==> src/design/ahbSwitchPkg.sv <==
// AHB switch package with bus widths, transfer encodings and phase structs
`default_nettype none

package ahbSwitchPkg;

  //////////////////////////////
  // Bus widths
  //////////////////////////////

  // Full 32-bit address and data path
  localparam int AddrWidth = 32;
  localparam int DataWidth = 32;

  //////////////////////////////
  // Transfer encodings
  //////////////////////////////

  // HTRANS as the AHB spec encodes it
  typedef enum logic [1:0] {
    TransIdle   = 2'b00,
    TransBusy   = 2'b01,
    TransNonseq = 2'b10,
    TransSeq    = 2'b11
  } htransT;

  // HSIZE, log2 of the byte count
  typedef logic [2:0] hsizeT;

  // HRESP value for a good transfer, ERROR is the other one
  localparam logic RespOkay = 1'b0;

  //////////////////////////////
  // Phase structs
  //////////////////////////////

  // One address phase as it travels through the switch
  typedef struct packed {
    logic [AddrWidth-1:0] addr;
    logic                 write;
    hsizeT                size;
    htransT               trans;
  } ahbReqT;

  // Data-phase return towards a master
  // ready doubles as the master's HREADYOUT
  typedef struct packed {
    logic [DataWidth-1:0] rdata;
    logic                 ready;
    logic                 resp;
  } ahbRespT;

endpackage

`default_nettype wire

==> src/design/ahbArbiter.sv <==
// Fixed-priority arbiter that hands out the grant of one slave bus
`timescale 1ns/100ps
`default_nettype none

module ahbArbiter #(
  parameter int NumMasters = 2
) (
  input  wire                   HCLK,
  input  wire                   arstN,
  input  wire  [NumMasters-1:0] request,
  input  wire  [NumMasters-1:0] canSwitch,
  input  wire                   busReady,
  output logic [NumMasters-1:0] grant
);

  logic [NumMasters-1:0] pick;
  logic                  ownerFree;
  logic                  update;

  // Lowest index wins, so master 0 has top priority
  // Walk downwards and let the last hit overwrite
  always_comb
  begin
    pick = '0;
    for (int m = NumMasters - 1; m >= 0; m--)
    begin
      if (request[m])
      begin
        pick    = '0;
        pick[m] = 1'b1;
      end
    end
  end

  // An empty grant is always free to move
  assign ownerFree = (grant == '0) || |(grant & canSwitch);

  // Only move on a ready bus, otherwise an address phase would be dropped
  // With no requester the grant stays parked on the last owner
  assign update = ownerFree && busReady && |request;

  //////////////////////////////
  // Grant register
  //////////////////////////////

  always_ff @(posedge HCLK or negedge arstN)
  begin
    if (!arstN)
    begin
      grant <= '0;
    end
    else if (update)
    begin
      grant <= pick;
    end
  end

  // Two owners would drive the same slave bus
  assert property (@(posedge HCLK) disable iff (!arstN) $onehot0(grant))
    else $error("ahbArbiter: grant is not one-hot");

endmodule

`default_nettype wire

==> src/design/ahbMasterPort.sv <==
// Master-side port with address decode, stalled phase buffer and response routing
`timescale 1ns/100ps
`default_nettype none

module ahbMasterPort #(
  parameter int NumSlaves = 2,
  parameter logic [NumSlaves-1:0][ahbSwitchPkg::AddrWidth-1:0] SlaveBase = '0,
  parameter logic [NumSlaves-1:0][ahbSwitchPkg::AddrWidth-1:0] SlaveMask = '0
) (
  input  wire                                 HCLK,
  input  wire                                 arstN,

  // AHB bus from the master
  input  wire                                 mstHsel,
  input  wire  ahbSwitchPkg::ahbReqT          mstReq,
  input  wire  [ahbSwitchPkg::DataWidth-1:0]  mstHwdata,
  input  wire                                 mstHready,
  output ahbSwitchPkg::ahbRespT               mstResp,

  // Towards the slave ports
  output logic [NumSlaves-1:0]                slvSel,
  output ahbSwitchPkg::ahbReqT                slvReq,
  output logic [ahbSwitchPkg::DataWidth-1:0]  slvHwdata,
  output logic                                canSwitch,

  // From the slave ports
  input  wire  [NumSlaves-1:0]                granted,
  input  wire  ahbSwitchPkg::ahbRespT         slvResp [NumSlaves]
);

  logic                 transValid;
  logic                 liveValid;
  logic                 curValid;
  ahbSwitchPkg::ahbReqT curReq;
  logic [NumSlaves-1:0] hit;
  logic [NumSlaves-1:0] acceptSel;
  logic                 accepted;
  logic                 pendValid;
  ahbSwitchPkg::ahbReqT pendReq;
  logic [NumSlaves-1:0] dataSel;

  //////////////////////////////
  // Address phase
  //////////////////////////////

  // IDLE and BUSY carry no transfer
  assign transValid = (mstReq.trans == ahbSwitchPkg::TransNonseq) ||
                      (mstReq.trans == ahbSwitchPkg::TransSeq);

  // Live phase, accepted from the master on this edge
  assign liveValid = mstHsel && mstHready && transValid;

  // A buffered phase goes first, the master is stalled meanwhile
  assign curReq   = pendValid ? pendReq : mstReq;
  assign curValid = pendValid || liveValid;

  // Static base and mask per region
  always_comb
  begin
    for (int s = 0; s < NumSlaves; s++)
    begin
      hit[s] = (curReq.addr & SlaveMask[s]) == (SlaveBase[s] & SlaveMask[s]);
    end
  end

  assign slvSel    = curValid ? hit : '0;
  assign slvReq    = curReq;
  assign slvHwdata = mstHwdata;

  // Slave port takes the phase on this edge
  assign acceptSel = slvSel & granted;
  assign accepted  = |acceptSel;

  // Hold the slave grant through a SEQ or BUSY run
  // A stalled port gives it up so two ports never wait on each other
  assign canSwitch = pendValid ||
                     !(mstHsel && ((mstReq.trans == ahbSwitchPkg::TransSeq) ||
                                   (mstReq.trans == ahbSwitchPkg::TransBusy)));

  //////////////////////////////
  // Stalled phase buffer
  //////////////////////////////

  // Load on a decoded phase the slave did not take, clear once it does
  always_ff @(posedge HCLK or negedge arstN)
  begin
    if (!arstN)
    begin
      pendValid <= 1'b0;
    end
    else if (pendValid)
    begin
      if (accepted)
      begin
        pendValid <= 1'b0;
      end
    end
    else if (liveValid && |hit && !accepted)
    begin
      pendValid <= 1'b1;
    end
  end

  // Address phase captured from the master for replay
  always_ff @(posedge HCLK)
  begin
    if (!pendValid && liveValid)
    begin
      pendReq <= mstReq;
    end
  end

  //////////////////////////////
  // Data phase
  //////////////////////////////

  // One-hot slave owning our data phase, zero for none or unmapped
  always_ff @(posedge HCLK or negedge arstN)
  begin
    if (!arstN)
    begin
      dataSel <= '0;
    end
    else if (pendValid)
    begin
      if (accepted)
      begin
        dataSel <= acceptSel;
      end
    end
    else if (mstResp.ready)
    begin
      dataSel <= acceptSel;
    end
  end

  // Unmapped or idle ends as a zero-wait OKAY
  always_comb
  begin
    mstResp.rdata = '0;
    mstResp.ready = 1'b1;
    mstResp.resp  = ahbSwitchPkg::RespOkay;
    for (int s = 0; s < NumSlaves; s++)
    begin
      if (dataSel[s])
      begin
        mstResp = slvResp[s];
      end
    end
    if (pendValid)
    begin
      mstResp.ready = 1'b0;
      mstResp.resp  = ahbSwitchPkg::RespOkay;
    end
  end

  // Master must stay stalled until its buffered phase has been served
  assert property (@(posedge HCLK) disable iff (!arstN) pendValid |-> !mstResp.ready)
    else $error("ahbMasterPort: ready high with a phase pending");

endmodule

`default_nettype wire

==> src/design/ahbSlavePort.sv <==
// Slave-side port that arbitrates one slave bus and routes its data phase
`timescale 1ns/100ps
`default_nettype none

module ahbSlavePort #(
  parameter int NumMasters = 2
) (
  input  wire                                 HCLK,
  input  wire                                 arstN,

  // From the master ports
  input  wire  [NumMasters-1:0]               mstSel,
  input  wire  ahbSwitchPkg::ahbReqT          mstReq    [NumMasters],
  input  wire  [ahbSwitchPkg::DataWidth-1:0]  mstHwdata [NumMasters],
  input  wire  [NumMasters-1:0]               canSwitch,

  // Back to the master ports
  output logic [NumMasters-1:0]               grant,
  output ahbSwitchPkg::ahbRespT               mstResp,

  // Slave bus
  output logic                                slvHsel,
  output ahbSwitchPkg::ahbReqT                slvReq,
  output logic [ahbSwitchPkg::DataWidth-1:0]  slvHwdata,
  output logic                                slvHreadyout,
  input  wire  [ahbSwitchPkg::DataWidth-1:0]  slvHrdata,
  input  wire                                 slvHready,
  input  wire                                 slvHresp
);

  logic [NumMasters-1:0] arbGrant;
  logic [NumMasters-1:0] owner;
  logic                  accept;

  ahbArbiter #(
    .NumMasters (NumMasters)
  ) u_ahbArbiter (
    .HCLK      (HCLK),
    .arstN     (arstN),
    .request   (mstSel),
    .canSwitch (canSwitch),
    .busReady  (slvHready),
    .grant     (arbGrant)
  );

  //////////////////////////////
  // Address phase
  //////////////////////////////

  // Granted master drives the bus straight through, no register
  always_comb
  begin
    slvReq  = '0;
    slvHsel = 1'b0;
    for (int m = 0; m < NumMasters; m++)
    begin
      if (arbGrant[m])
      begin
        slvReq  = mstReq[m];
        slvHsel = mstSel[m];
      end
    end
    // Parked owner aiming elsewhere, keep the bus idle
    if (!slvHsel)
    begin
      slvReq.trans = ahbSwitchPkg::TransIdle;
    end
  end

  // Master ports see the grant only when the slave takes the phase now
  assign grant = arbGrant & {NumMasters{slvHready}};

  // Single slave on this bus, its HREADYOUT is the bus HREADY
  assign slvHreadyout = slvHready;

  assign accept = slvHsel && slvHready;

  //////////////////////////////
  // Data phase
  //////////////////////////////

  // Owner follows the accepted address phase by one cycle
  // and drops back to none once the data phase ends
  always_ff @(posedge HCLK or negedge arstN)
  begin
    if (!arstN)
    begin
      owner <= '0;
    end
    else if (slvHready)
    begin
      owner <= accept ? arbGrant : '0;
    end
  end

  // Write data comes from whoever owns the data phase
  always_comb
  begin
    slvHwdata = '0;
    for (int m = 0; m < NumMasters; m++)
    begin
      if (owner[m])
      begin
        slvHwdata = mstHwdata[m];
      end
    end
  end

  // Without a data phase in flight this slave looks ready and OKAY
  assign mstResp.rdata = slvHrdata;
  assign mstResp.ready = (owner != '0) ? slvHready : 1'b1;
  assign mstResp.resp  = (owner != '0) ? slvHresp : ahbSwitchPkg::RespOkay;

  // A selected bus must come from exactly one arbitration winner
  assert property (@(posedge HCLK) disable iff (!arstN) slvHsel |-> $onehot(arbGrant))
    else $error("ahbSlavePort: slvHsel without a single grant");

endmodule

`default_nettype wire

==> src/design/ahbSwitch.sv <==
// AHB-Lite multi-layer switch top joining master ports and slave ports
`timescale 1ns/100ps
`default_nettype none

module ahbSwitch #(
  parameter int NumMasters = 2,
  parameter int NumSlaves  = 2,
  parameter logic [NumSlaves-1:0][ahbSwitchPkg::AddrWidth-1:0] SlaveBase =
    {32'h1000_0000, 32'h0000_0000},
  parameter logic [NumSlaves-1:0][ahbSwitchPkg::AddrWidth-1:0] SlaveMask =
    {32'hF000_0000, 32'hF000_0000}
) (
  input  wire                                 HCLK,
  input  wire                                 arstN,

  // Master-side buses
  input  wire                                 mstHsel      [NumMasters],
  input  wire  ahbSwitchPkg::ahbReqT          mstReq       [NumMasters],
  input  wire  [ahbSwitchPkg::DataWidth-1:0]  mstHwdata    [NumMasters],
  input  wire                                 mstHready    [NumMasters],
  output ahbSwitchPkg::ahbRespT               mstResp      [NumMasters],

  // Slave-side buses
  output logic                                slvHsel      [NumSlaves],
  output ahbSwitchPkg::ahbReqT                slvReq       [NumSlaves],
  output logic [ahbSwitchPkg::DataWidth-1:0]  slvHwdata    [NumSlaves],
  output logic                                slvHreadyout [NumSlaves],
  input  wire  [ahbSwitchPkg::DataWidth-1:0]  slvHrdata    [NumSlaves],
  input  wire                                 slvHready    [NumSlaves],
  input  wire                                 slvHresp     [NumSlaves]
);

  // Master port side, indexed by master
  logic [NumSlaves-1:0]               selFromMst    [NumMasters];
  ahbSwitchPkg::ahbReqT               reqFromMst    [NumMasters];
  logic [ahbSwitchPkg::DataWidth-1:0] wdataFromMst  [NumMasters];
  logic                               switchFromMst [NumMasters];
  logic [NumSlaves-1:0]               grantToMst    [NumMasters];

  // Slave port side, indexed by slave
  logic [NumMasters-1:0]              selToSlv      [NumSlaves];
  logic [NumMasters-1:0]              grantFromSlv  [NumSlaves];
  ahbSwitchPkg::ahbRespT              respFromSlv   [NumSlaves];
  logic [NumMasters-1:0]              switchToSlv;

  //////////////////////////////
  // Crossing
  //////////////////////////////

  // Select and grant swap their master and slave index
  always_comb
  begin
    for (int s = 0; s < NumSlaves; s++)
    begin
      for (int m = 0; m < NumMasters; m++)
      begin
        selToSlv[s][m]   = selFromMst[m][s];
        grantToMst[m][s] = grantFromSlv[s][m];
      end
    end
    for (int m = 0; m < NumMasters; m++)
    begin
      switchToSlv[m] = switchFromMst[m];
    end
  end

  //////////////////////////////
  // Ports
  //////////////////////////////

  for (genvar m = 0; m < NumMasters; m++)
  begin : gMasterPort
    ahbMasterPort #(
      .NumSlaves (NumSlaves),
      .SlaveBase (SlaveBase),
      .SlaveMask (SlaveMask)
    ) u_ahbMasterPort (
      .HCLK      (HCLK),
      .arstN     (arstN),
      .mstHsel   (mstHsel[m]),
      .mstReq    (mstReq[m]),
      .mstHwdata (mstHwdata[m]),
      .mstHready (mstHready[m]),
      .mstResp   (mstResp[m]),
      .slvSel    (selFromMst[m]),
      .slvReq    (reqFromMst[m]),
      .slvHwdata (wdataFromMst[m]),
      .canSwitch (switchFromMst[m]),
      .granted   (grantToMst[m]),
      .slvResp   (respFromSlv)
    );
  end

  // Every slave port sees all master requests and write data
  for (genvar s = 0; s < NumSlaves; s++)
  begin : gSlavePort
    ahbSlavePort #(
      .NumMasters (NumMasters)
    ) u_ahbSlavePort (
      .HCLK         (HCLK),
      .arstN        (arstN),
      .mstSel       (selToSlv[s]),
      .mstReq       (reqFromMst),
      .mstHwdata    (wdataFromMst),
      .canSwitch    (switchToSlv),
      .grant        (grantFromSlv[s]),
      .mstResp      (respFromSlv[s]),
      .slvHsel      (slvHsel[s]),
      .slvReq       (slvReq[s]),
      .slvHwdata    (slvHwdata[s]),
      .slvHreadyout (slvHreadyout[s]),
      .slvHrdata    (slvHrdata[s]),
      .slvHready    (slvHready[s]),
      .slvHresp     (slvHresp[s])
    );
  end

endmodule

`default_nettype wire

==> config.mk <==
export PLATFORM = sky130hd
export DESIGN_NAME = ahbSwitch
export DESIGN_NICKNAME = d
export VERILOG_FILES = /design/src/design/ahbSwitchPkg.sv /design/src/design/ahbArbiter.sv /design/src/design/ahbMasterPort.sv /design/src/design/ahbSlavePort.sv /design/src/design/ahbSwitch.sv
export SDC_FILE = /design/constraint.sdc
export NUM_CORES = 1
export LEC_CHECK = 0
export BUFFER_PORTS_ARGS = -buffer_cell sky130_fd_sc_hd__clkbuf_2
export CAP_MARGIN = 20
export CORE_AREA = 2 2 164 166
export CTS_CLUSTER_SIZE = 14
export DETAILED_ROUTE_END_ITERATION = 12
export DIE_AREA = 0 0 166 168
export PLACE_DENSITY = 0.56
export SYNTH_ARGS = -nofsm -noshare
export SYNTH_HDL_FRONTEND = slang
export SYNTH_HIERARCHICAL = 1
export SYNTH_SLANG_ARGS = --single-unit
==> constraint.sdc <==
create_clock -name HCLK -period 5.9 [get_ports HCLK]
set_clock_uncertainty 0.1 [all_clocks]
set_input_delay 0.885 -clock HCLK [delete_from_list [all_inputs] [get_ports HCLK]]
set_output_delay 0.885 -clock HCLK [all_outputs]
set_load 0.02 [all_outputs]
== Yosys cells after proc, flatten, opt, wreduce, memory -nomap -nowiden ==
Index checks and enable logic that the tools add are counted.
Operators by class
  equal/unequal tests: 10
  mux-type cells: 46
  bitwise logic cells: 6
  reductions and logical operators: 52
Operator list (count)
  $mux W38: 6
  $mux W34: 4
  $mux W32: 4
  $logic_not A32 Y1: 2
  $mux W2: 18
  $logic_and A1 B1 Y1: 18
  $reduce_or A2 Y1: 8
  $mux W1: 14
  $and A2 B2 Y2: 6
  $logic_or A1 B1 Y1: 10
  $eq A2 B2 Y1 const B: 4
  $eq A4 B1 Y1 const B: 2
  $reduce_bool A2 Y1: 4
  $logic_not A1 Y1: 6
  $eq A2 B1 Y1 const B: 2
  $logic_not A2 Y1: 2
  $ne A2 B1 Y1 const B: 2
  $reduce_and A2 Y1: 2
Word-level totals
  register bits: 90
  input port bits: 214
  output and inout port bits: 212
  logic and storage cells: 130

== Logic depth before layout (Yosys ltp) ==
  word-level depth: 11
  depth in mapped cells: 7
  depth with buffers taken out: 6

== Modules after synthesis ==
The synthesis kept the hierarchy.
Modules (own cells, without submodules)
  ahbMasterPort at gMasterPort[0].u_ahbMasterPort: times used 1, cells each 186, area each 2442.3 sq um, seq. area each 1216.2 sq um
  ahbMasterPort at gMasterPort[1].u_ahbMasterPort: times used 1, cells each 186, area each 2418.6 sq um, seq. area each 1216.2 sq um
  ahbSlavePort: times used 2, cells each 147, area each 1137.3 sq um, seq. area each 50.0 sq um
  ahbArbiter: times used 2, cells each 13, area each 118.9 sq um, seq. area each 50.0 sq um

== Worst setup path after synthesis ==
Ideal clock, no wire load.
  path kind: input port to output port
  from: input mstHsel[1] in the netlist's numbering
  to: output slvReq[38] in the netlist's numbering
  arrival time: 2332 ps
  data required time: 4915 ps
  path slack: 2583 ps
  stages: 5
  buffers on the path: 0
  path through: and4b_4 -> a21oi_4 -> nor2_1 -> nand3_1 -> o21ai_1
RTL lines
  start: declaration: RTL line ahbSwitch.sv:17  | input wire mstHsel [NumMasters],
  end: declaration: RTL line ahbSwitch.sv:25  | output ahbSwitchPkg::ahbReqT slvReq [NumSlaves],

==> implementation parameters <==
Parameter                              Value

Global route
  Total global routing track utilization    between 10% and 20%
  Pin count of the biggest net entering global routing    53
  Initial antenna violation count    0
  Grt total ovfl    0
  Number of global-route vias before repair    roughly 6300
  Wire length of the first global-routing pass    ~38000 µm

Run
  Number of maximum-capacitance constraint violations    0

Worst hold path
  Min-Delay Path Class    in2async

Logic synthesis
  Total standard cell area after synthesis    approximately 7400 µm²
  Largest area contributor in the synthesized netlist    sky130_fd_sc_hd__edfxtp_1
  Share of Yosys cell area claimed by the top area cell type    ~31%
  Number of enable flip-flop cells after synthesis    between 70 and 80
  Flop and latch count out of synthesis    90
  Nets in the synthesized netlist    906
  Fraction of registers with async set or reset after synthesis    15.6%
  Number of cells produced by synthesis    692
  Post-synth top flop    sky130_fd_sc_hd__edfxtp_1
  Portion of the post-synthesis area used by sequential elements    35.7%
  Cell types occupying the most area after synthesis    sky130_fd_sc_hd__edfxtp_1, sky130_fd_sc_hd__a22o_1, sky130_fd_sc_hd__buf_4
  Syn Area/Cell    around 11 µm²
  Total number of yosys warnings    6
  Count of unique library cells instantiated by Yosys    42

Power and ir drop
  Internal power of the cells    approximately 1.7 mW
  P_sw    1.41 mW
  Total leakage power    approximately 4.2 nW
  VDD IR-drop max    between 0.2 and 0.25 mV
  Portion of total power attributed to the clock network    18.6%
  Share of total power in sequential cells    between 20% and 30%
  Power density over the cells    about 350 nW/µm²
  Combinational Power Share    ~52%
  Switching Fraction    45.0%

Worst setup path
  Critical setup path kind    reg2out
  Crit. End Element    primary output
  Critical Path AT    3030 ps
  Kind of start point of the critical path    flop
  Top fanout value on the critical path    45
  Req. time, crit path    between 4000 and 5000 ps

Placed design
  Global placement routability congestion    0.754
  Post-place instance area    8700 µm²
  Post-placement cell count    between 1000 and 1500
  Post-detailed-placement half-perimeter wirelength    ~19000 µm
  Input/output buffers    approximately 430

Route
  Detailed-router iteration count before antenna repair    4
  Count of unresolved DRC violations after routing    0
  Vias after detailed routing    about 6600
  Post-route ant nets    0
  Initial DRC count    ~380
  Sum of routed wire length over all layers    25900 µm
  Post-DR wirelength/cell    19.9 µm
  Number of vias per cell after detailed routing    5.07

Floorplanning
  Starting Density    between 20% and 30%
  Die footprint    27900 µm²
  Top-Level Pins    approximately 430
  Number of rows in the core area    60
  Placeable Area    around 26000 µm²
  Horizontal die dimension    around 170 µm
  Height of the chip    roughly 170 µm

Clock network
  Clk slew on worst S/H paths    60 ps
  # clock sinks    90
  Clock tree buffer depth    2
  Level count of the clock H-tree    3
  Clock tree from TritonCTS    done
  Cell at the root of the clock tree    sky130_fd_sc_hd__clkbuf_16
  Post-CTS setup-driven buffer insertion count    0
  Post-CTS Hold Fix Bufs    0
  Worst skew pair latency    340 ps
  Number of gates resized after cts    0
  CTS buffer count    9

STA
  Count of endpoints failing hold in the final timing report    0
  Max transition margin    a little over a quarter
  Max-slew violations    0
  Setup Total Neg Slack    0 ps
  Clock period minus worst slack    4020 ps
  Achievable clock frequency    about 250 MHz
  Final Cycle Share    68.1%
  Setup-violating endpoint count in the final report    0
  Slew at the pin closest to its max-slew limit    about 1100 ps
  Setup repair after global routing missed its margin    false

Layout
  Final standard cell area without fillers    9000 µm²
  Proportion of layout cells with a drive suffix above 1    56.6%
  Number of nets in the layout    1165
  Utilization after layout    34.2%
  Area growth from synthesis to layout    22.1%
  Antenna diode instance count    0
  Non-filler instance count after layout    ~1300

Status
  Run status    completed
==> worst paths after layout <==
check	start	endpoint	slack (ps)	cells past startpoint
worst max-delay path	gMasterPort[1].u_ahbMasterPort/pendValid	slvReq[39]	1880	6
worst min-delay path	arstN	async pin	360	1
worst max register to register	gMasterPort[1].u_ahbMasterPort/pendValid	flop	3080	6
worst min register to register	gMasterPort[1].u_ahbMasterPort/pendReq[37]	gMasterPort[1].u_ahbMasterPort/pendValid	520	2
max in group asynchronous	arstN	async pin	5020	1
min in group HCLK	gMasterPort[1].u_ahbMasterPort/pendReq[37]	gMasterPort[1].u_ahbMasterPort/pendValid	520	2
==> per-layer routing <==
| layer | vias to the layer above | GRT usage [%] | wire length, µm |
|---|---|---|---|
| li1 | 3078 | - | - |
| met1 | 3171 | 20.6 | 10400 |
| met2 | 305 | 30.5 | 12800 |
| met3 | 24 | 5.17 | 2150 |
| met4 | 0 | 5.07 | 472 |
| met5 | - | 0 | 0 |
==> final cells by class <==
type	instances	area (µm²)
Fill cell	2737	17400
Multi-Input combinational cell	406	3400
Sequential cell	90	2640
Timing Repair Buffer	436	2210
Tap cell	341	427
Clock buffer	10	229
Clock inverter	6	66.3
Inverter	8	30.0
==> state kept, by name, indices dropped and copies added, names as in the netlist <==
name,flops
gMasterPort.u_ahbMasterPort/dataSel,4
gMasterPort.u_ahbMasterPort/pendValid,2
gSlavePort.u_ahbSlavePort/u_ahbArbiter/grant,4
gSlavePort.u_ahbSlavePort/owner,4
gMasterPort.u_ahbMasterPort/pendReq,76
==> kinds of logic after synthesis <==
kind of cell | count (synthesis) | share of synthesized area [%]
mux | 79 | 12.0
compound gates | 242 | 27.6
simple gates | 85 | 6.50
flops | 90 | 35.7
buf+inv | 196 | 18.3
==> critical path, cell delays in order (launching register included) <==
cell and delay, ps:
sky130_fd_sc_hd__dfrtp_2 1090, sky130_fd_sc_hd__nor4b_4 500, sky130_fd_sc_hd__a41oi_2 110, sky130_fd_sc_hd__nor2_1 480, sky130_fd_sc_hd__nand3_1 140, sky130_fd_sc_hd__o21ai_1 150
sky130_fd_sc_hd__clkbuf_2 220
==> layout by cell type, fill, tap and decap left out, types with 2 or more instances in the layout <==
master                       count
sky130_fd_sc_hd__clkbuf_16       9
sky130_fd_sc_hd__a22o_1        193
sky130_fd_sc_hd__o21a_1          3
sky130_fd_sc_hd__nor3_1          6
sky130_fd_sc_hd__nand2_1        30
sky130_fd_sc_hd__mux2i_1         5
sky130_fd_sc_hd__a32oi_1         2
sky130_fd_sc_hd__a22oi_1         4
sky130_fd_sc_hd__nand2b_1        3
sky130_fd_sc_hd__or3b_1          2
sky130_fd_sc_hd__buf_4          11
sky130_fd_sc_hd__o21bai_1        4
sky130_fd_sc_hd__nor4b_4         2
sky130_fd_sc_hd__nor2b_2         4
sky130_fd_sc_hd__mux2_2         74
sky130_fd_sc_hd__a221oi_2        3
sky130_fd_sc_hd__edfxtp_1       76
sky130_fd_sc_hd__dfrtp_2         4
sky130_fd_sc_hd__nand3_1        14
sky130_fd_sc_hd__o21ai_0         8
sky130_fd_sc_hd__nor2b_1         3
sky130_fd_sc_hd__nand4b_1        2
sky130_fd_sc_hd__dfrtp_1        10
sky130_fd_sc_hd__o22ai_1         2
sky130_fd_sc_hd__and2b_1         2
sky130_fd_sc_hd__nor2_1          7
sky130_fd_sc_hd__clkbuf_2      425
sky130_fd_sc_hd__a21oi_1         5
sky130_fd_sc_hd__inv_1           8
sky130_fd_sc_hd__clkinvlp_4      2
sky130_fd_sc_hd__o21ai_1        14
sky130_fd_sc_hd__and2_1          4
==> metrics by stage <==
step / power [mW] / hold WS [ps] / worst slack, ps
final: 3.14 / 362 / 1880
after global routing: 3.30 / 375 / 1660
after global placement: 2.58 / 523 / 2060
after floorplan: 2.10 / 403 / 2580
after detailed placement: 2.57 / 519 / 2010
after CTS: 3.17 / 364 / 1840
==> power by group through the flow <==
stage	sequential, mW	combinational, mW	clock (mW)
5_1_grt	0.959	1.72	0.617
6_report	0.938	1.62	0.582
3_5_place_dp	0.954	1.62	0
4_1_cts	0.940	1.63	0.598
2_1_floorplan	0.779	1.33	0
3_3_place_gp	0.954	1.62	0
==> synthesized netlist by cell type, types with 5 or more instances <==
| master | count |
|---|---|
| sky130_fd_sc_hd__o21ai_0 | 8 |
| sky130_fd_sc_hd__dfrtp_1 | 14 |
| sky130_fd_sc_hd__nand2_1 | 30 |
| sky130_fd_sc_hd__inv_1 | 8 |
| sky130_fd_sc_hd__edfxtp_1 | 76 |
| sky130_fd_sc_hd__a22o_1 | 193 |
| sky130_fd_sc_hd__buf_6 | 9 |
| sky130_fd_sc_hd__a21oi_1 | 5 |
| sky130_fd_sc_hd__buf_4 | 137 |
| sky130_fd_sc_hd__clkbuf_1 | 18 |
| sky130_fd_sc_hd__mux2_2 | 74 |
| sky130_fd_sc_hd__nand3_1 | 14 |
| sky130_fd_sc_hd__o21ai_1 | 14 |
| sky130_fd_sc_hd__mux2i_1 | 5 |
| sky130_fd_sc_hd__buf_2 | 23 |
| sky130_fd_sc_hd__nor2_1 | 7 |
| sky130_fd_sc_hd__nor3_1 | 6 |
| sky130_fd_sc_hd__nor2b_1 | 5 |
(Power assumes the default switching activity.)
